`config.mk`:
```
export PLATFORM = sky130hd
export DESIGN_NAME = fifoWritePtr
export DESIGN_NICKNAME = d
export VERILOG_FILES = /design/src/fifoPkg.sv /design/src/fifoWritePtr.sv
export SDC_FILE = /design/constraint.sdc
export NUM_CORES = 1
export LEC_CHECK = 0
export ABC_AREA = 1
export BUFFER_PORTS_ARGS = -buffer_cell sky130_fd_sc_hd__buf_4
export CORE_UTILIZATION = 44
export DETAILED_ROUTE_END_ITERATION = 8
export GPL_TIMING_DRIVEN = 1
export PLACE_DENSITY = 0.82
export REMOVE_ABC_BUFFERS = 1
export SYNTH_ARGS = -nofsm -noshare
export SYNTH_HDL_FRONTEND = slang
export SYNTH_SLANG_ARGS = --single-unit
```
`constraint.sdc`:
```
create_clock -name srcClk -period 2.9 [get_ports srcClk]
set_input_delay 0.29 -clock srcClk [delete_from_list [all_inputs] [get_ports srcClk]]
set_output_delay 0.29 -clock srcClk [all_outputs]
set_load 0.05 [all_outputs]
```
`src/fifoPkg.sv`:
```
// --------------------
// shared geometry and types for the dual-clock FIFO
// import into module bodies, scoped names in port lists
// --------------------
package fifoPkg;

    // --------------------
    // geometry
    // --------------------
    localparam int bufDepth   = 256;                // memory words
    localparam int dataWidth  = 24;                 // bits per data word
    localparam int addrWidth  = $clog2(bufDepth);   // 8 for 256 words
    localparam int ptrWidth   = addrWidth + 1;      // extra wrap bit
    localparam int fullMargin = 6;                  // free slots left when full rises

    // --------------------
    // types
    // --------------------
    typedef logic [dataWidth-1:0] fifoData_t;       // one payload word
    typedef logic [addrWidth-1:0] fifoAddr_t;       // memory index
    typedef logic [ptrWidth-1:0]  fifoPtr_t;        // binary or gray, incl. wrap bit

    // memory write request, source clock domain
    typedef struct packed
    {
        logic      en;      // store this cycle
        fifoAddr_t addr;    // slot from the write pointer
        fifoData_t data;    // word to store
    } ramWrite_t;

    // The write side drives en straight from wrEn. A write while full
    // still lands in memory, so the margin above is the only slack the
    // writer gets before it overwrites unread data.

endpackage

```
`src/fifoWritePtr.sv`:
```
// --------------------
// source-domain side of the FIFO
// reset sync, write pointer with gray copy, registered full flag
// --------------------
`timescale 1ns/1ps

module fifoWritePtr
(
    input  logic               srcClk,
    input  logic               reset,      // destination-domain reset
    input  logic               wrEn,       // store wrData this cycle
    input  fifoPkg::fifoData_t wrData,
    input  fifoPkg::fifoPtr_t  rdPtrSync,  // read pointer, already in this domain
    output fifoPkg::fifoPtr_t  wrGray,     // to the destination synchronizer
    output fifoPkg::ramWrite_t wrPort,     // memory write request
    output logic               full,       // margin reached
    output logic               srcReset    // reset for the source domain
);
    import fifoPkg::*;

    logic [1:0] srcRstPipe;   // reset synchronizer
    fifoPtr_t   wrPtr;        // binary, with wrap bit
    fifoPtr_t   wrPtrNext;
    fifoPtr_t   fillNext;     // words held after this edge, as seen from here

    // --------------------
    // reset into srcClk
    // --------------------
    always_ff @(posedge srcClk)
    begin
        srcRstPipe <= {srcRstPipe[0], reset};
    end

    assign srcReset = srcRstPipe[1];

    // --------------------
    // pointer and flag
    // --------------------
    assign wrPtrNext = wrPtr + fifoPtr_t'(wrEn);
    assign fillNext  = wrPtrNext - rdPtrSync;   // modulo 2*depth, never above depth

    always_ff @(posedge srcClk)
    begin
        if (srcReset)
        begin
            wrPtr  <= '0;
            wrGray <= '0;
            full   <= 1'b0;
        end
        else
        begin
            wrPtr  <= wrPtrNext;
            wrGray <= wrPtrNext ^ (wrPtrNext >> 1);   // one bit changes per step
            // stale rdPtrSync only makes this early, never late
            full   <= (fillNext >= fifoPtr_t'(bufDepth - fullMargin));
        end
    end

    // write goes out in the same cycle, at the current slot
    assign wrPort.en   = wrEn;
    assign wrPort.addr = wrPtr[addrWidth-1:0];
    assign wrPort.data = wrData;

endmodule

```
==> impl_metrics.ini <==
[floorplanning]
rows = 20
ios = 80
dieHeight_um = 59.6
core_um2 = 3100
die_area_um2 = 3550
initial_utilization_pct = 47.1
die_w_um = 59.6

[routing]
drt_iter0_markers = 21
drt_wl_total_um = 3150
drcViolationCount = 0
drtAntennaViolNets = 0
wl_per_cell_um = 12.3
dr_wl_met2_um = 1270
vias_per_cell = 4.62
highest_layer = met3
wl_met1_um = 1510
dr.pass1.iters = 4
routed-via-count = 1187
met3_length_um = 369

[clocking]
cts_tree = built
cts_sinks = 20
cts_resized = 0
hold_buffers = 0
clk_path_buf_depth = 2
clock-root-buffer = clkbuf_4
numCtsBuffers = 3
post_cts_buffers = 0
clk_pin_slew_ps = 100
clock_latency_ps = 290
htreeDepth = 1

[logic_synthesis]
yosysWarnings = 0
synth_seq_cells = 20
synthMuxAreaShare_pct = 0
synth.cell_area_um2 = 1460
synthSimpleGateAreaFrac_pct = 26.6
synth_cell_types = 26
synthXorXnorAreaFrac_pct = 4.80
synth_top_area_share_pct = 27.4
synth_largest_area_cell = dfxtp_1
synth_top_family_by_area = simple AND/OR/NAND/NOR gates
syn-mean-instance-area_um2 = 7.12
synth_compound_area_share_pct = 7.28
synth_area_leaders = dfxtp_1, buf_4, nand2_1
ys_seq_area_share_pct = 27.4
synth_cells = 205
synthAdderAreaFrac_pct = 10.8

[hold_path]
hp-start = reset
hold-path-endpoint = srcRstPipe[0]
worstHoldPathType = in2reg
min_delay_path_depth = 1

[placed_design]
hpwl_um = 2610
port_buffers = 31
routabilityCongestion = 0.805

[pwr]
finalPower_uw = 548
max-vdd-ir-drop_v = 0.000349
powerDensity_nw_per_um2 = 347
power_leakage_uw = 0.000950

[worst_setup_path]
crit_type = reg2reg
reg2reg_to = full
cp_max_fo = 5
path_cells = ha_1, ha_1, nand3_2, nor2_2, xor2_2, ha_1, a21o_1, nor2_1, nand2_1, nand2_1, nand2_1, nand3_1, a21oi_1
reg2reg_depth = 13
cp_slowest_cell = dfxtp_1
rr_startpoint = wrPtr[0]
critPathLaunchType = flop
arrival_ps = 2610
crit_required_ps = 3060
rrSetupSlack_ps = 450
end_kind = flop
critPathMaxStageDelay_ps = 390

[global_routing]
grt_pass1_vias = 1117
grt_max_degree = 13
grt_pass1_wl_um = 5120
antenna_found_initial = 0
grt_overflow = 0
track_usage_pct = 19.7

[run]
cap_violations = 0

[final_layout]
syn2layout_area_growth_pct = 8.14
drive_gt1_share_pct = 20.7
fin_nets = 263
num_antenna_cells = 0
fill_cells = 326
mostFrequentLayoutCell = nand2_1
most-common-layout-cells = nand2_1, inv_1, buf_4

[sta]
max_freq_mhz = 407
maxSlewHeadroom_pct = 70.8
finalHoldViolCount = 0
fin_crit_sh_pct = 84.6
setup_violations = 0
final.setup.tns_ps = 0
drv_slew = 0
finClkSkew_ps = 7.71
rsz0062_at_grt = false
worst_pin_slew_ps = 438
period_needed_ps = 2450

[run_status]
status = finished, final reports clean
## worst max-delay path, delay by kind of cell (launching register included)
| kind | cells | cell delay, ps |
|---|---|---|
| DFF | 1 | 390 |
| xor gates and xnor gates | 1 | 280 |
| and+or+nand+nor | 7 | 660 |
| AOI/OAI and AO/OA | 2 | 250 |
| adders and majority gates | 3 | 730 |
## power by group
part           switching [µW]  internal (µW)  leakage, µW
combinational            85.0           49.5     0.000773
clock                    73.5           48.2    0.0000138
sequential               7.49            284     0.000163
## routing by layer
metal	track usage, %	vias up
li1	-	620
met3	12.4	0
met5	3.17	-
met4	0.997	0
met2	27.8	55
met1	26.2	512
## cells in the mapped netlist, drive strengths merged
library cell  instances
buf                  25
o21bai                1
inv                  39
clkbuf                1
nand3b                1
o21ai                 8
nor2                 22
ha                   11
a21oi                 6
dfxtp                20
fa                    1
o22ai                 1
nand4                 1
a21o                  2
xor2                  5
nand3                15
nand2                46
## flip-flops by register name, summed over array words and instances (netlist names)
signal / flops
srcRstPipe: 2
wrGray: 9
full: 1
wrPtr: 8
## how the worst max path moves through the flow
stage,to,cells past startpoint,start
floorplan,full,13,wrPtr[0]
global placement,full,14,wrEn
detailed placement,full,14,wrEn
CTS,full,13,wrPtr[0]
global route,full,12,wrPtr[0]
finish,full,13,wrPtr[0]
## area by class of cell
cell class / instances / area, µm² / area share (%)
repair buffers: 31 / 233 / 14.7
flip-flops and latches: 20 / 400 / 25.4
inverters: 39 / 146 / 9.27
clock buffers: 3 / 22.5 / 1.43
well taps: 44 / 55.1 / 3.49
multi-input cells: 120 / 722 / 45.7
## cells by family (layout without fill, tap and decap cells)
family / count (synthesis) / after routing
and+or+nand+nor: 85 / 85
buffers and inverters: 65 / 73
DFF: 20 / 20
AOI/OAI and AO/OA: 18 / 18
adders and majority gates: 12 / 12
xor gates and xnor gates: 5 / 5
## stage by stage
stage               cell area (µm²)  hold slack, ps  setup slack, ps  util, %  instances
global placement               1560             311              504     50.2        254
floorplan                      1270             310              306        -        179
detailed placement             1560             314              456     50.2        254
finish                         1580            94.2              446     50.9        257
global route                   1580            70.8              218     50.9        257
CTS                            1580            82.8              448     50.9        257
Note: power is estimated with default switching activity, not from simulation.
