File: src/fifoPkg.sv
// --------------------
// shared geometry and types for the dual-clock FIFO
// import into module bodies, scoped names in port lists
// --------------------
package fifoPkg;

    // --------------------
    // geometry
    // --------------------
    localparam int bufDepth   = 256;                // memory words
    localparam int dataWidth  = 24;                 // bits per data word
    localparam int addrWidth  = $clog2(bufDepth);   // 8 for 256 words
    localparam int ptrWidth   = addrWidth + 1;      // extra wrap bit
    localparam int fullMargin = 6;                  // free slots left when full rises

    // --------------------
    // types
    // --------------------
    typedef logic [dataWidth-1:0] fifoData_t;       // one payload word
    typedef logic [addrWidth-1:0] fifoAddr_t;       // memory index
    typedef logic [ptrWidth-1:0]  fifoPtr_t;        // binary or gray, incl. wrap bit

    // memory write request, source clock domain
    typedef struct packed
    {
        logic      en;      // store this cycle
        fifoAddr_t addr;    // slot from the write pointer
        fifoData_t data;    // word to store
    } ramWrite_t;

    // The write side drives en straight from wrEn. A write while full
    // still lands in memory, so the margin above is the only slack the
    // writer gets before it overwrites unread data.

endpackage

File: src/fifoReadPtr.sv
// --------------------
// destination-domain side of the FIFO
// read accept, read pointer with gray copy, empty flag, valid pipeline
// rdValid lines up with the memory output register
// --------------------
`timescale 1ns/1ps

module fifoReadPtr
(
    input  logic               iDstClk,
    input  logic               reset,
    input  logic               rdEn,       // request, ignored while empty
    input  fifoPkg::fifoPtr_t  wrPtrSync,  // write pointer, already in this domain
    output fifoPkg::fifoAddr_t rdAddr,     // address of the last accepted read
    output fifoPkg::fifoPtr_t  rdGray,     // to the source synchronizer
    output logic               empty,
    output logic               rdValid     // one strobe per accepted read
);
    import fifoPkg::*;

    logic     rdAccept;    // request that actually pops a word
    fifoPtr_t rdPtr;       // binary, with wrap bit
    fifoPtr_t rdPtrNext;
    logic     validPipe;   // first valid stage, memory address cycle

    // --------------------
    // accept and advance
    // --------------------
    assign rdAccept  = rdEn & ~empty;
    assign rdPtrNext = rdPtr + fifoPtr_t'(rdAccept);

    always_ff @(posedge iDstClk)
    begin
        if (reset)
        begin
            rdPtr     <= '0;
            rdGray    <= '0;
            empty     <= 1'b1;   // nothing written yet
            validPipe <= 1'b0;
            rdValid   <= 1'b0;
        end
        else
        begin
            rdPtr     <= rdPtrNext;
            rdGray    <= rdPtrNext ^ (rdPtrNext >> 1);
            // compare against the next pointer so the last word
            // cannot be popped twice
            empty     <= (wrPtrSync == rdPtrNext);
            validPipe <= rdAccept;    // edge k
            rdValid   <= validPipe;   // edge k+1, with the memory register
        end
    end

    // --------------------
    // read address
    // --------------------
    // held between reads, the memory keeps rereading the same word
    always_ff @(posedge iDstClk)
    begin
        if (rdAccept)
        begin
            rdAddr <= rdPtr[addrWidth-1:0];
        end
    end

    // Timing of one read accepted at edge k:
    //   edge k    rdAddr and validPipe load
    //   edge k+1  memory register loads, rdValid rises
    // the testbench sees both on the following edge, two after acceptance.
    // Back-to-back accepts give back-to-back strobes, since both the
    // address register and the valid shift move every cycle.

endmodule

File: config.mk
export PLATFORM = sky130hd
export DESIGN_NAME = fifoReadPtr
export DESIGN_NICKNAME = d
export VERILOG_FILES = /design/src/fifoPkg.sv /design/src/fifoReadPtr.sv
export SDC_FILE = /design/constraint.sdc
export NUM_CORES = 1
export LEC_CHECK = 0
export BUFFER_PORTS_ARGS = -buffer_cell sky130_fd_sc_hd__buf_4
export CORE_MARGIN = 8
export CORE_UTILIZATION = 35
export CTS_CLUSTER_DIAMETER = 200
export DETAILED_ROUTE_END_ITERATION = 6
export PLACE_DENSITY_LB_ADDON = 0.12
export SLEW_MARGIN = 20
export SYNTH_ARGS = -nofsm -noshare
export SYNTH_HDL_FRONTEND = slang
export SYNTH_SLANG_ARGS = --single-unit
export TNS_END_PERCENT = 1
File: constraint.sdc
create_clock -name iDstClk -period 2.75 [get_ports iDstClk]
set_input_delay 0 -clock iDstClk [delete_from_list [all_inputs] [get_ports iDstClk]]
set_output_delay 0 -clock iDstClk [all_outputs]
set_load 0.01 [all_outputs]
==> qor.txt, run 1 <==
Setup ws final -> 0.584 ns
Commonest cells post-synth -> 20 x dfxtp_1, 16 x nor2_1, 11 x xnor2_1
CTS buffer count -> 3
Post-Syn Nets -> 141
RSZ-0062 raised after global routing -> false
Post-Place Cells -> 198
Register area -> 641 um^2
Top-count cell post-synth -> dfxtp_1
Final setup fails -> 0
Initial DRC Count -> 29
Total negative slack -> 0 ns
GRT Util Overall -> 8.73%
Clock latency on the worst-skew pair -> 0.27 ns
Pin count of the biggest net entering global routing -> 21
Area of the multi-input gates -> 638 um^2
Io pins -> 31
Clock-pin slew on the worst setup and hold paths -> 0.09 ns
EDFF count, synth -> 8
DIE HEIGHT -> 78.2 um
Wirelength per Cell -> 13.1 um
Synth cell types -> 37
CTS tree -> done
Worst hold path type -> primary input to register
Async S/R FF share, synth -> 0%
Initial Utilization -> 36.7%
FF+latch count, synth -> 28
DRC -> 0
Slew Limit Fails -> 0
Share of the synthesized area in the top cell type -> 29.6%
Gpl congestion -> 0.761
Antenna Cells -> 0
Hold WS -> 0.0591 ns
Top cells by area, synth -> dfxtp_1 30%, edfxtp_1 18%, xnor2_1 7.1%, xor2_1 6.5%, nor2_1 4.4%
Worst Path Arrival -> 2.38 ns
Total congestion overflow -> 0
Die W -> 78.2 um
Clock sinks -> 28
YS warnings -> 0
Final Hold Fails -> 0
Worst vdd ir -> 0.254 mV
Drt via density -> 4.47
Nets -> 170
HPWL after detailed placement -> 2030 um
H-tree Lvls -> 1
Non-Filler Instances -> 202
Via count -> 902
Post-Syn Instances -> 126
Die area -> 6110 um^2
First-pass GRT wire length -> 4340 um
Clock buffer depth -> 2
Hold Buf Count CTS -> 0
MaxCap Viol Count -> 0
Mean area per synthesized cell -> 10.7 um^2
Tcrit/Tclk final -> 78.8%
Max Freq -> 0.462 GHz
Skew final -> 0.00484 ns
Layout cells sized above 1 -> 27.3%
Fill count -> 386
Most used DFF post-synth -> dfxtp_1
Critical path class -> register to register
Synth-to-layout area growth -> 20.5%
Antenna Nets Post-Route -> 0
Final Cell Area -> 1630 um^2
Initial antenna violation count -> 0
Yosys top cell by area -> dfxtp_1
Number of global-route vias before repair -> 888
Standard-cell rows -> 22
Crit path time final -> 2.17 ns
Cell area after synthesis -> 1350 um^2
P_leak -> 0.673 nW
Final WL -> 2650 um
Post-CTS Resized -> 0
CP Data Required Time -> 2.97 ns
Core ar. -> 3690 um^2
Post-DP Area -> 1590 um^2
CP startpoint kind -> register
Port bufs -> 30
Pre-CTS setup slack -> 0.595 ns
Postcts setup bufs -> 0
Relative slew slack -> 62.9%
Crit end category -> register
Tightest Pin Transition -> 0.553 ns
Clock root cell -> clkbuf_8
Max Fanout on Critical Path -> 10
Outcome -> complete, no violations
Drt pass-1 iters -> 4
Seq/Total Area, Yosys -> 47.3%
PwrDens -> 443 nW/um^2
-- stage by stage --
stage / power (mW) / utilization (%)
final: 0.723 / 44.2
after global routing: 0.759 / 44.2
after CTS: 0.737 / 44.2
after detailed placement: 0.517 / 43.0
after global placement: 0.516 / 43.0
after floorplan: 0.483 / -
-- per-layer routing --
metal | track usage [%] | share of wire (%) | vias up
li1 | - | - | 482
met1 | 11.1 | 45 | 395
met2 | 12.8 | 46 | 23
met3 | 4.21 | 8.1 | 2
met4 | 2.22 | 0.79 | 0
met5 | 0 | 0 | -
-- where the power goes --
group | total, mW | internal [mW] | switching (mW)
Sequential | 0.438 | 0.433 | 0.00419
Clock | 0.217 | 0.100 | 0.117
Combinational | 0.0677 | 0.0367 | 0.0309
Total | 0.723 | 0.570 | 0.152
-- area by class of cell --
type | count | area share (%)
flip-flops and latches | 28 | 39.3
clock buffers | 3 | 2.53
repair buffers | 32 | 14.7
well taps | 48 | 3.68
multi-input cells | 88 | 39.1
clock inverters | 1 | 0.230
inverters | 2 | 0.460
-- cell families (layout without fill, tap and decap cells) --
logic type | Yosys count | count (layout) | share of synthesized area [%]
compound gates | 12 | 12 | 6.10
fa+ha+maj | 3 | 3 | 2.77
mux | 2 | 2 | 1.85
flops | 28 | 28 | 47.3
xor+xnor | 23 | 23 | 17.4
simple gates | 48 | 48 | 19.0
buf+inv | 10 | 38 | 5.55
-- layout by cell type, fill, tap and decap left out, drive strengths merged --
| master | count |
|---|---|
| nand3 | 5 |
| and3 | 2 |
| a22oi | 1 |
| a21oi | 3 |
| nor4 | 1 |
| and4 | 1 |
| dfxtp | 20 |
| nor3 | 3 |
| xor3 | 2 |
| clkinv | 1 |
| nand2b | 1 |
| inv | 2 |
| and2 | 2 |
| mux2i | 1 |
| o2111ai | 2 |
| clkbuf | 3 |
| nand4 | 2 |
| xor2 | 10 |
| xnor2 | 11 |
| nand2 | 6 |
| or2 | 1 |
| o31ai | 1 |
| o21ai | 2 |
| ha | 3 |
| a41o | 1 |
| or3 | 2 |
| or4 | 1 |
| edfxtp | 8 |
| nor2 | 16 |
| o211ai | 1 |
| mux2 | 1 |
| nor2b | 5 |
| o21a | 1 |
| buf | 32 |
-- registers in the layout, indices dropped and copies added, names as in the netlist --
| register | flops |
|---|---|
| rdValid | 1 |
| rdAddr | 8 |
| empty | 1 |
| rdGray | 9 |
| validPipe | 1 |
| rdPtr | 8 |
-- final timing paths --
kind	startpoint	to	slack, ns	cells after the start
worst max-delay path	empty$_SDFF_PP1_	empty$_SDFF_PP1_	0.58	8
worst min-delay path	reset	rdPtr[3]$_SDFF_PP0_	0.06	2
worst max register to register	empty$_SDFF_PP1_	empty$_SDFF_PP1_	0.58	8
worst min register to register	validPipe$_SDFF_PP0_	rdValid$_SDFF_PP0_	0.44	1
-- critical path, stage by stage, from the launching register on --
cell and delay (ns):
dfxtp_1 0.32, nor2b_1 0.15, buf_4 0.20, ha_1 0.19
nand2_1 0.16, nor3_1 0.52, o2111ai_1 0.24, nor4_2 0.16
a41o_1 0.18
No activity file was read; power rests on OpenSTA's default activity.
==> run 2, diff against run 1 <==
clock period = 2.1 ns   (was 2.75 ns; I/O delays follow)
==> qor.txt, run 2 (same netlist as run 1, synthesis figures left out) <==
Post-Place Cells -> 200 (+1.0%)
Register area -> 644 um^2 (+0.59%)
Total congestion overflow -> 0 (unchanged)
PwrDens -> 576 nW/um^2 (+30%)
Gpl congestion -> 0.842 (+11%)
Most common cell after layout, fill and taps aside -> buf_4
Fill count -> 389 (+0.78%)
GRT Util Overall -> 9.08% (+0.35 points)
Drt via density -> 4.60 (+3.0%)
CTS buffer count -> 3 (unchanged)
Max FFs per register -> 9 (unchanged)
Overall power -> 0.966 mW (+34%)
Initial antenna violation count -> 0 (unchanged)
Synth-to-layout area growth -> 23.9%
Pre-CTS setup slack -> 0.0341 ns (-0.561 ns)
Outcome -> complete, no violations
Gate power share -> 10.0% (+0.6 points)
HPWL after detailed placement -> 2130 um (+4.6%)
Hold WS -> 0.0565 ns (-0.00255 ns)
CP startpoint kind -> register
Port bufs -> 30 (unchanged)
Most frequent cells in the layout -> 34 x buf_4, 19 x dfxtp_1, 16 x nor2_1
Final Cell Area -> 1680 um^2 (+2.8%)
RSZ-0062 raised after global routing -> true
Sw power -> 0.210 mW (+38%)
Antenna Cells -> 0 (unchanged)
Critical path class -> register to register
Pin count of the biggest net entering global routing -> 21 (unchanged)
Final setup fails -> 0 (unchanged)
Setup ws final -> 0.0845 ns (-0.500 ns)
Worst hold path type -> primary input to register
Slew Limit Fails -> 0 (unchanged)
Die W -> 78.2 um (unchanged)
Via count -> 938 (+4.0%)
Clock root cell -> clkbuf_8
Max Freq -> 0.496 GHz (+7.5%)
Worst vdd ir -> 0.248 mV (-2.4%)
Io pins -> 31 (unchanged)
Max Fanout on Critical Path -> 10 (unchanged)
Skew final -> 0.00142 ns (-0.00342 ns)
P_leak -> 0.685 nW (+1.7%)
Net Sw Frac -> 21.7% (+0.64 points)
Core ar. -> 3690 um^2 (unchanged)
CP Data Required Time -> 2.31 ns (-0.66 ns)
Clock latency on the worst-skew pair -> 0.27 ns (about the same)
Internal power component -> 0.756 mW (+33%)
Tcrit/Tclk final -> 96.0% (+17 points)
First-pass GRT wire length -> 4510 um (+3.8%)
Crit path time final -> 2.02 ns (-0.150 ns)
Postcts setup bufs -> 0 (unchanged)
Relative slew slack -> 74.1% (+11 points)
Non-Filler Instances -> 204 (+0.99%)
MaxCap Viol Count -> 0 (unchanged)
Clock network power share -> 30.7% (+0.6 points)
DIE HEIGHT -> 78.2 um (unchanged)
Worst Path Arrival -> 2.23 ns (-0.15 ns)
Final WL -> 2770 um (+4.5%)
Nets -> 172 (+1.2%)
H-tree Lvls -> 1 (unchanged)
Top reg by flops -> rdGray
Drt pass-1 iters -> 4 (unchanged)
Crit end category -> register
Die area -> 6110 um^2 (unchanged)
Tightest Pin Transition -> 0.389 ns (-0.164 ns)
Initial DRC Count -> 72 (+150%)
Post-DP Area -> 1630 um^2 (+2.6%)
Number of global-route vias before repair -> 960 (+8.1%)
Wirelength per Cell -> 13.6 um (+3.4%)
CTS tree -> done
Sequential share of power -> 59.3% (-1.3 points)
Standard-cell rows -> 22 (unchanged)
Final Hold Fails -> 0 (unchanged)
Clock buffer depth -> 2 (unchanged)
Biggest regs -> rdGray (9), rdAddr (8), rdPtr (8)
Clock-pin slew on the worst setup and hold paths -> 0.09 ns (about the same)
Layout cells sized above 1 -> 31.4% (+4.1 points)
Antenna Nets Post-Route -> 0 (unchanged)
Area of the multi-input gates -> 666 um^2 (+4.3%)
Initial Utilization -> 36.7% (unchanged)
DRC -> 0 (unchanged)
Clock sinks -> 28 (unchanged)
run 2: final cells by class:
cell class | instances | share of cell area, %
multi-input cells | 88 | 39.7
flip-flops and latches | 28 | 38.4
repair buffers | 34 | 15.2
well taps | 48 | 3.58
clock buffers | 4 | 2.68
inverters | 2 | 0.447
run 2: what timing repair did:
item                                   in CTS  in global routing
resized for setup                           0                  1
endpoints found under the hold margin       0                  0
hold buffers                                0                  0
setup endpoints to repair                   0                  1
run 2: through the flow:
step	setup TNS [ns]	util, %
after CTS	0	45.4
after floorplan	0	-
final	0	45.5
after detailed placement	0	44.1
after global placement	0	44.1
after global routing	-0.0340	45.5
run 2: metal layers:
metal  wire (um)  track usage [%]
met1        1290             11.1
met2        1260             14.4
met3         172             2.85
met4          47             3.89
met5           0                0
run 2: critical path: stages, from the launching register on:
cell and delay (ns):
dfxtp_4 0.36, nor2b_4 0.14, ha_2 0.20, ha_4 0.20, nand2_1 0.08, or3_4 0.35, mux2_4 0.31, nor4_2 0.14
a41o_1 0.19
run 2: power groups by stage:
stage / combinational [mW] / sequential, mW / clock (mW)
after floorplan: 0.0462 / 0.590 / 0
after global placement: 0.0963 / 0.586 / 0
after detailed placement: 0.0975 / 0.586 / 0
after CTS: 0.0979 / 0.574 / 0.309
after global routing: 0.105 / 0.575 / 0.333
final: 0.0967 / 0.573 / 0.296
run 2: worst paths after layout:
| kind | cells past startpoint | slack (ns) | end | from |
|---|---|---|---|---|
| worst max-delay path | 8 | 0.08 | empty$_SDFF_PP1_ | empty$_SDFF_PP1_ |
| worst min-delay path | 2 | 0.06 | rdGray[6]$_SDFF_PP0_ | reset |
| worst min register to register | 1 | 0.44 | rdValid$_SDFF_PP0_ | validPipe$_SDFF_PP0_ |
| worst max register to register | 8 | 0.08 | empty$_SDFF_PP1_ | empty$_SDFF_PP1_ |
