<file path="config.mk">
export PLATFORM = sky130hd
export DESIGN_NAME = grayPtrSync
export DESIGN_NICKNAME = d
export VERILOG_FILES = /design/src/fifoPkg.sv /design/src/grayPtrSync.sv
export SDC_FILE = /design/constraint.sdc
export NUM_CORES = 1
export LEC_CHECK = 0
export BUFFER_PORTS_ARGS = -buffer_cell sky130_fd_sc_hd__buf_2
export CAP_MARGIN = 10
export CORE_MARGIN = 2
export CORE_UTILIZATION = 49
export CTS_CLUSTER_SIZE = 20
export DETAILED_ROUTE_END_ITERATION = 12
export PLACE_DENSITY = 0.74
export SETUP_SLACK_MARGIN = 0.1
export SYNTH_ARGS = -nofsm -noshare
export SYNTH_HDL_FRONTEND = slang
export SYNTH_SLANG_ARGS = --single-unit
export TNS_END_PERCENT = 1
</file>
<file path="constraint.sdc">
create_clock -name clk -period 1.8 [get_ports clk]
set_clock_uncertainty 0.15 [all_clocks]
set_input_delay 0 -clock clk [delete_from_list [all_inputs] [get_ports clk]]
set_output_delay 0 -clock clk [all_outputs]
set_load 0.1 [all_outputs]
</file>
<file path="src/fifoPkg.sv">
// --------------------
// shared geometry and types for the dual-clock FIFO
// import into module bodies, scoped names in port lists
// --------------------
package fifoPkg;

    // --------------------
    // geometry
    // --------------------
    localparam int bufDepth   = 256;                // memory words
    localparam int dataWidth  = 24;                 // bits per data word
    localparam int addrWidth  = $clog2(bufDepth);   // 8 for 256 words
    localparam int ptrWidth   = addrWidth + 1;      // extra wrap bit
    localparam int fullMargin = 6;                  // free slots left when full rises

    // --------------------
    // types
    // --------------------
    typedef logic [dataWidth-1:0] fifoData_t;       // one payload word
    typedef logic [addrWidth-1:0] fifoAddr_t;       // memory index
    typedef logic [ptrWidth-1:0]  fifoPtr_t;        // binary or gray, incl. wrap bit

    // memory write request, source clock domain
    typedef struct packed
    {
        logic      en;      // store this cycle
        fifoAddr_t addr;    // slot from the write pointer
        fifoData_t data;    // word to store
    } ramWrite_t;

    // The write side drives en straight from wrEn. A write while full
    // still lands in memory, so the margin above is the only slack the
    // writer gets before it overwrites unread data.

endpackage

</file>
<file path="src/grayPtrSync.sv">
// --------------------
// brings a gray pointer into another clock domain
// two flop stages, then a registered gray-to-binary step
// --------------------
`timescale 1ns/1ps

module grayPtrSync
(
    input  logic              clk,      // receiving clock
    input  logic              rst,      // reset of the receiving domain
    input  fifoPkg::fifoPtr_t grayIn,   // gray pointer from the far domain
    output fifoPkg::fifoPtr_t binOut    // binary pointer, local domain
);
    import fifoPkg::*;

    fifoPtr_t syncMeta;   // first stage, may go metastable
    fifoPtr_t syncGray;   // second stage, settled
    fifoPtr_t binNext;    // decoded pointer

    always_ff @(posedge clk)
    begin
        if (rst)
        begin
            syncMeta <= '0;
            syncGray <= '0;
            binOut   <= '0;
        end
        else
        begin
            syncMeta <= grayIn;
            syncGray <= syncMeta;
            binOut   <= binNext;   // third register, keeps the xor chain off the flags
        end
    end

    // gray to binary, msb down
    always_comb
    begin
        binNext[ptrWidth-1] = syncGray[ptrWidth-1];
        for (int i = ptrWidth - 2; i >= 0; i--)
        begin
            binNext[i] = binNext[i+1] ^ syncGray[i];
        end
    end

endmodule

</file>
==> flow_summary.rst, run 1 <==
.. list-table::
   :header-rows: 1

   * - Metric
     - Value
   * - CP required
     - 1.85 ns
   * - Leakage power of the design
     - 0.5878 nW
   * - Sum of negative setup slack
     - 0 ns
   * - Area added between synthesis and finish
     - 46.59%
   * - Average routed wire per standard cell
     - 9.845 um
   * - Synth warnings
     - 0
   * - Postcts setup bufs
     - 0
   * - Path type of the worst setup path
     - reg -> reg
   * - Final setup slack of the worst path
     - 0.1097 ns
   * - Fraction of final layout cells sized beyond drive strength 1
     - 23.01%
   * - Routed length on met3
     - 48 um
   * - Routability congestion estimate
     - 0.6522
   * - Post-Layout Inst Area
     - 1236 um2
   * - Library cell with the largest summed area after synthesis
     - sky130_fd_sc_hd__dfxtp_1
   * - Antenna viol nets, final
     - 0
   * - Top routing layer used
     - met4
   * - Via count
     - 564
   * - Maximum clock path buffer count
     - 2
   * - Cell row count
     - 14
   * - CTS HTree Levels
     - 1
   * - Post-Synthesis Cell Area
     - 843.3 um2
   * - Global-route wire length before repair
     - 2173 um
   * - Worst Hold Class
     - reg -> reg
   * - Startpoint class of the critical path
     - register
   * - Port bufs
     - 19
   * - Synth unique cells
     - 9
   * - Area of the core
     - 1559 um2
   * - Final #Nets
     - 125
   * - Top fanout value on the critical path
     - 3
   * - Iteration count of the initial detailed-routing pass
     - 2
   * - Post-Syn Area per Cell
     - 12.78 um2
   * - Peak supply drop
     - 0.6279 mV
   * - Amount of wire on met2 after detailed routing
     - 656 um
   * - Post-synthesis net count
     - 77
   * - Status
     - finished, final reports clean
   * - Horizontal die dimension
     - 45.49 um
   * - Clock tree from TritonCTS
     - yes
   * - Die Ht
     - 45.49 um
   * - Seq cells post-synth
     - 27
   * - Number of placed cells counting well taps
     - 100
   * - Via count of the first global-routing pass
     - 533
   * - Mapped Cells
     - 66
   * - Number of antenna violations at the first check in global routing
     - 0
   * - Final cell count without fillers
     - 129
   * - CTS buffer count
     - 3
   * - Final setup violation count
     - 0
   * - Starting density of the core
     - 54.09%
   * - Synth area leaders
     - sky130_fd_sc_hd__dfxtp_1 (64%), sky130_fd_sc_hd__nor2b_1 (14%), sky130_fd_sc_hd__xnor3_2 (5.6%), sky130_fd_sc_hd__nor2_1 (3.6%), sky130_fd_sc_hd__xnor2_1 (3.1%)
   * - Endpoint arrival time on the critical path
     - 1.74 ns
   * - Fmax
     - 0.5916 GHz
   * - Final critical delay including setup and external delays
     - 1.690 ns
   * - Worst-margin pin slew
     - 0.4853 ns
   * - Total congestion overflow
     - 0
   * - Clock slew at the register clock pins of the worst setup and hold paths
     - 0.13 ns
   * - Number of endpoints with negative hold slack in the final report
     - 0
   * - Total die area
     - 2069 um2
   * - Clock tree root buffer cell
     - sky130_fd_sc_hd__clkbuf_4
   * - Clk_lat worst skew
     - 0.31 ns
   * - Overall routed net length
     - 1270 um
   * - Maxcap violations
     - 0
   * - Kind of end point of the critical path
     - register
   * - GRT Util Overall
     - 15.42%
   * - Metal1 wirelength
     - 548 um
   * - Portion of the post-synthesis area used by sequential elements
     - 64.09%
   * - Pin count of the biggest net entering global routing
     - 17
   * - Power Dens Cells
     - 998.3 nW/um2
   * - DRC violation count after routing
     - 0
   * - Post-detailed-route via-to-cell ratio
     - 4.372
   * - Dpl ws
     - 0.1076 ns
   * - Rel. slew slack
     - 67.87%
   * - Top cell type's share of synthesized area
     - 64.09%
   * - Power Total
     - 0.001234 W
   * - Placed Instance Area
     - 958.4 um2
   * - First-iteration detailed-routing DRC count
     - 2
   * - Number of sinks on the clock net
     - 27
   * - HPWL reported at the end of detailed placement
     - 578.4 um
   * - Post-route clock period utilization
     - 93.91%
   * - RSZ-0062 raised after global routing
     - true
   * - Top Ports
     - 20
   * - Antenna cell count
     - 0
   * - Final slew viol count
     - 0
-- layout make-up --
type | instances | area [um2]
Clock buffer | 4 | 26.28
Fill cell | 94 | 322.8
Multi-Input combinational cell | 37 | 295.3
Sequential cell | 27 | 541.8
Tap cell | 16 | 20.02
Timing Repair Buffer | 45 | 352.8
-- registers in the layout, indices dropped and copies added (netlist names) --
| signal | cells |
|---|---|
| binOut | 9 |
| syncGray | 9 |
| syncMeta | 9 |
-- cells by family (layout without fill, tap and decap cells) --
kind of cell	after synthesis	after routing	synth area share [%]
flip-flops	27	27	64.10
AND/OR/NAND/NOR	27	27	17.66
XOR/XNOR	10	10	17.36
buffers and inverters	2	49	0.8905
-- routing by layer --
layer / global-route usage (%) / vias to the layer above
met5: 0 / -
met4: 7.059 / 0
met3: 4.762 / 2
met2: 26.76 / 14
met1: 17.01 / 253
li1: - / 295
-- path summary, 6_finish.rpt --
check | start | end | slack [ns] | cells after the start
max reg2reg | syncGray[4] | binOut[0] | 0.11 | 4
min reg2reg | syncMeta[8] | syncGray[8] | 0.31 | 1
min | syncMeta[8] | syncGray[8] | 0.31 | 1
max | syncGray[4] | binOut[0] | 0.11 | 4
-- synthesized netlist by cell type --
cell type	n
sky130_fd_sc_hd__xor3_1	1
sky130_fd_sc_hd__nor2b_1	19
sky130_fd_sc_hd__dfxtp_1	27
sky130_fd_sc_hd__clkbuf_1	2
sky130_fd_sc_hd__xnor3_1	1
sky130_fd_sc_hd__xor2_1	3
sky130_fd_sc_hd__xnor3_2	2
sky130_fd_sc_hd__nor2_1	8
sky130_fd_sc_hd__xnor2_1	3
-- per-stage QoR --
stage / hold slack [ns] / utilization [%]
after floorplan: -0.07839 / -
after global placement: 0.05807 / 61.48
after detailed placement: 0.06374 / 61.48
after CTS: 0.3026 / 79.21
after global routing: 0.3240 / 79.29
final: 0.3058 / 79.29
-- cell usage in the layout (no fill, tap or decap) --
| cell | Yosys | routed |
|---|---|---|
| sky130_fd_sc_hd__dfxtp_1 | 27 | 26 |
| sky130_fd_sc_hd__dlygate4sd3_1 | 0 | 25 |
| sky130_fd_sc_hd__nor2b_1 | 19 | 19 |
| sky130_fd_sc_hd__buf_2 | 0 | 19 |
| sky130_fd_sc_hd__nor2_1 | 8 | 8 |
| sky130_fd_sc_hd__xnor2_1 | 3 | 3 |
| sky130_fd_sc_hd__xor2_1 | 3 | 3 |
| sky130_fd_sc_hd__clkbuf_4 | 0 | 3 |
| sky130_fd_sc_hd__xnor3_2 | 2 | 2 |
| sky130_fd_sc_hd__xor3_1 | 1 | 1 |
| sky130_fd_sc_hd__xnor3_1 | 1 | 1 |
| sky130_fd_sc_hd__clkbuf_1 | 2 | 1 |
| sky130_fd_sc_hd__buf_4 | 0 | 1 |
| sky130_fd_sc_hd__dfxtp_2 | 0 | 1 |
-- power breakdown --
group | total [W] | leakage [nW] | switching, W | internal [W]
clock | 0.000245 | 0.0150 | 0.000158 | 0.0000865
combinational | 0.000338 | 0.349 | 0.000229 | 0.000109
sequential | 0.000651 | 0.224 | 0.0000113 | 0.000640
total | 0.00123 | 0.588 | 0.000399 | 0.000835
-- timing repair --
item,in CTS,in global routing
gates resized for setup,0,1
endpoints found under the setup margin,1,2
endpoints found under the hold margin,27,0
hold buffers,25,0
pin swaps,1,0
-- critical path: stages (launching register included) --
cell and delay [ns]:
sky130_fd_sc_hd__dfxtp_2 0.37, sky130_fd_sc_hd__xnor3_1 0.41, sky130_fd_sc_hd__xnor3_2 0.41, sky130_fd_sc_hd__xnor2_1 0.19
sky130_fd_sc_hd__nor2_1 0.06
Power figures use the tool's default switching activity.
==> inputs of run 2 (changes only) <==
--- a/config.mk
+++ b/config.mk
@@ -6,12 +6,14 @@
 export NUM_CORES = 1
 export LEC_CHECK = 0
 export BUFFER_PORTS_ARGS = -buffer_cell sky130_fd_sc_hd__buf_2
-export CAP_MARGIN = 10
+export CAP_MARGIN = 20
+export CELL_PAD_IN_SITES_DETAIL_PLACEMENT = 1
+export CELL_PAD_IN_SITES_GLOBAL_PLACEMENT = 1
 export CORE_MARGIN = 2
-export CORE_UTILIZATION = 49
+export CORE_UTILIZATION = 39
 export CTS_CLUSTER_SIZE = 20
 export DETAILED_ROUTE_END_ITERATION = 12
-export PLACE_DENSITY = 0.74
+export PLACE_DENSITY_LB_ADDON = 0.1
 export SETUP_SLACK_MARGIN = 0.1
 export SYNTH_ARGS = -nofsm -noshare
 export SYNTH_HDL_FRONTEND = slang
==> run 2 against run 1 <==
Against the previous run:
- non-clock buffer count is 5 lower
- worst setup slack better by 0.032 ns
- power fell by 0.39%
- clock-buffer cell count shrank 1
- core utilization down 19 points
- fmax up 1.9%
- first-iteration DRC count unchanged
- clock power hardly changed
- hold slack lost 0.0047 ns
- register-to-register slack gained 0.03 ns
- largest power group unchanged
- highest routed layer unchanged
==> flow_summary.rst, run 2 (synthesis gave the netlist of run 1 again) <==
.. list-table::
   :header-rows: 1

   * - Metric
     - Value
   * - Global-route wire length before repair
     - 2270 um
   * - Status
     - finished, final reports clean
   * - Antenna viol nets, final
     - 0
   * - Via count of the first global-routing pass
     - 589
   * - Endpoint arrival time on the critical path
     - 1.71 ns
   * - Final setup violation count
     - 0
   * - Number of sinks on the clock net
     - 27
   * - Antenna cell count
     - 0
   * - Maximum clock path buffer count
     - 2
   * - Worst path cell trace
     - xnor3_2 -> xnor3_2 -> xnor2_1 -> nor2_1
   * - Power Total
     - 0.001229 W
   * - Kind of end point of the critical path
     - register
   * - Post-detailed-route via-to-cell ratio
     - 4.178
   * - Most common cell after layout, fill and taps aside
     - sky130_fd_sc_hd__dfxtp_1
   * - Final #Nets
     - 120
   * - Maxcap violations
     - 0
   * - Total die area
     - 2550 um2
   * - Routability congestion estimate
     - 0.7153
   * - RSZ-0062 raised after global routing
     - false
   * - CTS buffer count
     - 3
   * - Area of the core
     - 2002 um2
   * - GRT Util Overall
     - 12.36%
   * - Largest incremental delay on the critical path
     - 0.42 ns
   * - Total congestion overflow
     - 0
   * - Rel. slew slack
     - 67.83%
   * - Top Ports
     - 20
   * - Startpoint class of the critical path
     - register
   * - Fraction of final layout cells sized beyond drive strength 1
     - 27.78%
   * - Worst-margin pin slew
     - 0.4858 ns
   * - Power Dens Cells
     - 1023 nW/um2
   * - Via count
     - 564
   * - Fmax
     - 0.6030 GHz
   * - Registers with the most flip-flops
     - binOut (9), syncGray (9), syncMeta (9)
   * - Clock tree from TritonCTS
     - yes
   * - Dominant cell type by count on the critical path
     - sky130_fd_sc_hd__xnor3_2
   * - Starting density of the core
     - 42.13%
   * - Clock slew at the register clock pins of the worst setup and hold paths
     - 0.13 ns
   * - Cell row count
     - 16
   * - Final slew viol count
     - 0
   * - Number of endpoints with negative hold slack in the final report
     - 0
   * - CTS HTree Levels
     - 1
   * - Number of antenna violations at the first check in global routing
     - 0
   * - Port bufs
     - 19
   * - Area added between synthesis and finish
     - 42.43%
   * - Top fanout value on the critical path
     - 3
   * - Pin count of the biggest net entering global routing
     - 28
   * - End-of-flow core utilization
     - 60.00%
   * - First-iteration detailed-routing DRC count
     - 2
   * - Leading cell types in the layout, fill and taps excluded
     - sky130_fd_sc_hd__dfxtp_1 (24), sky130_fd_sc_hd__nor2b_1 (19), sky130_fd_sc_hd__dlygate4sd3_1 (19), sky130_fd_sc_hd__buf_2 (19), sky130_fd_sc_hd__nor2_1 (8)
   * - Average routed wire per standard cell
     - 9.748 um
   * - DRC violation count after routing
     - 0
   * - Sum of negative setup slack
     - 0 ns
   * - Worst Hold Class
     - reg -> reg
   * - Leakage power of the design
     - 0.5584 nW
   * - Path type of the worst setup path
     - reg -> reg
   * - Clk_lat worst skew
     - 0.31 ns
   * - Filler instances
     - 225
   * - Die Ht
     - 50.50 um
   * - Post-route clock period utilization
     - 92.13%
   * - Horizontal die dimension
     - 50.50 um
   * - Overall routed net length
     - 1316 um
   * - Clock tree root buffer cell
     - sky130_fd_sc_hd__clkbuf_4
   * - CP required
     - 1.85 ns
   * - Final critical delay including setup and external delays
     - 1.658 ns
   * - Iteration count of the initial detailed-routing pass
     - 3
   * - Peak supply drop
     - 0.5688 mV
   * - Max stage delay cell, worst path
     - sky130_fd_sc_hd__xnor3_2
run 2: changes by cell type in the layout (fill, tap and decap cells not counted), sizes merged:
cell,delta
clkbuf,-1
clkinv,+1
buf,+1
dlygate4sd3,-6
run 2: repair_timing:
action	4_1_cts	5_1_grt
setup endpoints to repair	1	3
pin swaps	1	2
endpoints found under the hold margin	27	0
hold buffers	19	0
gates resized for setup	1	2
buffers inserted	0	1
run 2: power breakdown:
group | internal [W] | total [W] | leakage, nW | switching (W)
Clock | 0.0000829 | 0.000245 | 0.0177 | 0.000162
Sequential | 0.000640 | 0.000652 | 0.224 | 0.0000117
Combinational | 0.000104 | 0.000332 | 0.316 | 0.000229
run 2: path summary, 6_finish.rpt:
kind                                   from     endpoint  slack, ns  cells after the start
worst max register to register  syncGray[7]    binOut[0]       0.14                      4
worst max-delay path            syncGray[7]    binOut[0]       0.14                      4
worst min-delay path            syncMeta[4]  syncGray[4]       0.30                      1
worst min register to register  syncMeta[4]  syncGray[4]       0.30                      1
run 2: worst max-delay path, delay by kind of cell (launching register included):
family,cells,cell delay (ns)
DFF,1,0.35
and+or+nand+nor,1,0.05
xor gates and xnor gates,3,0.99
run 2: stage by stage:
step | std cells | worst slack (ns) | cell area (um2) | hold slack, ns
finish | 135 | 0.1417 | 1201 | 0.3011
floorplan | 66 | 0.1321 | 843.3 | -0.07839
global route | 135 | 0.1009 | 1201 | 0.3054
detailed placement | 111 | 0.09696 | 972.2 | 0.06450
CTS | 134 | 0.1090 | 1191 | 0.2965
global placement | 111 | 0.1311 | 972.2 | 0.05912
run 2: area by class of cell:
| class | count | area [um2] | area share [%] |
|---|---|---|---|
| clock inverters | 1 | 5.005 | 0.4167 |
| well taps | 27 | 33.78 | 2.813 |
| clock buffers | 3 | 22.52 | 1.875 |
| repair buffers | 40 | 300.3 | 25.00 |
| flip-flops and latches | 27 | 544.3 | 45.31 |
| multi-input cells | 37 | 295.3 | 24.58 |
run 2: routing by layer:
metal  global-route usage [%]  part of all wire, %  wire [um]  up-vias
li1                         -                    -          -      283
met1                    11.69                   38        505      258
met2                    22.59                   53        700       19
met3                    1.786                  4.6         61        4
met4                    11.26                  3.6         48        0
met5                        0                    0          0        -
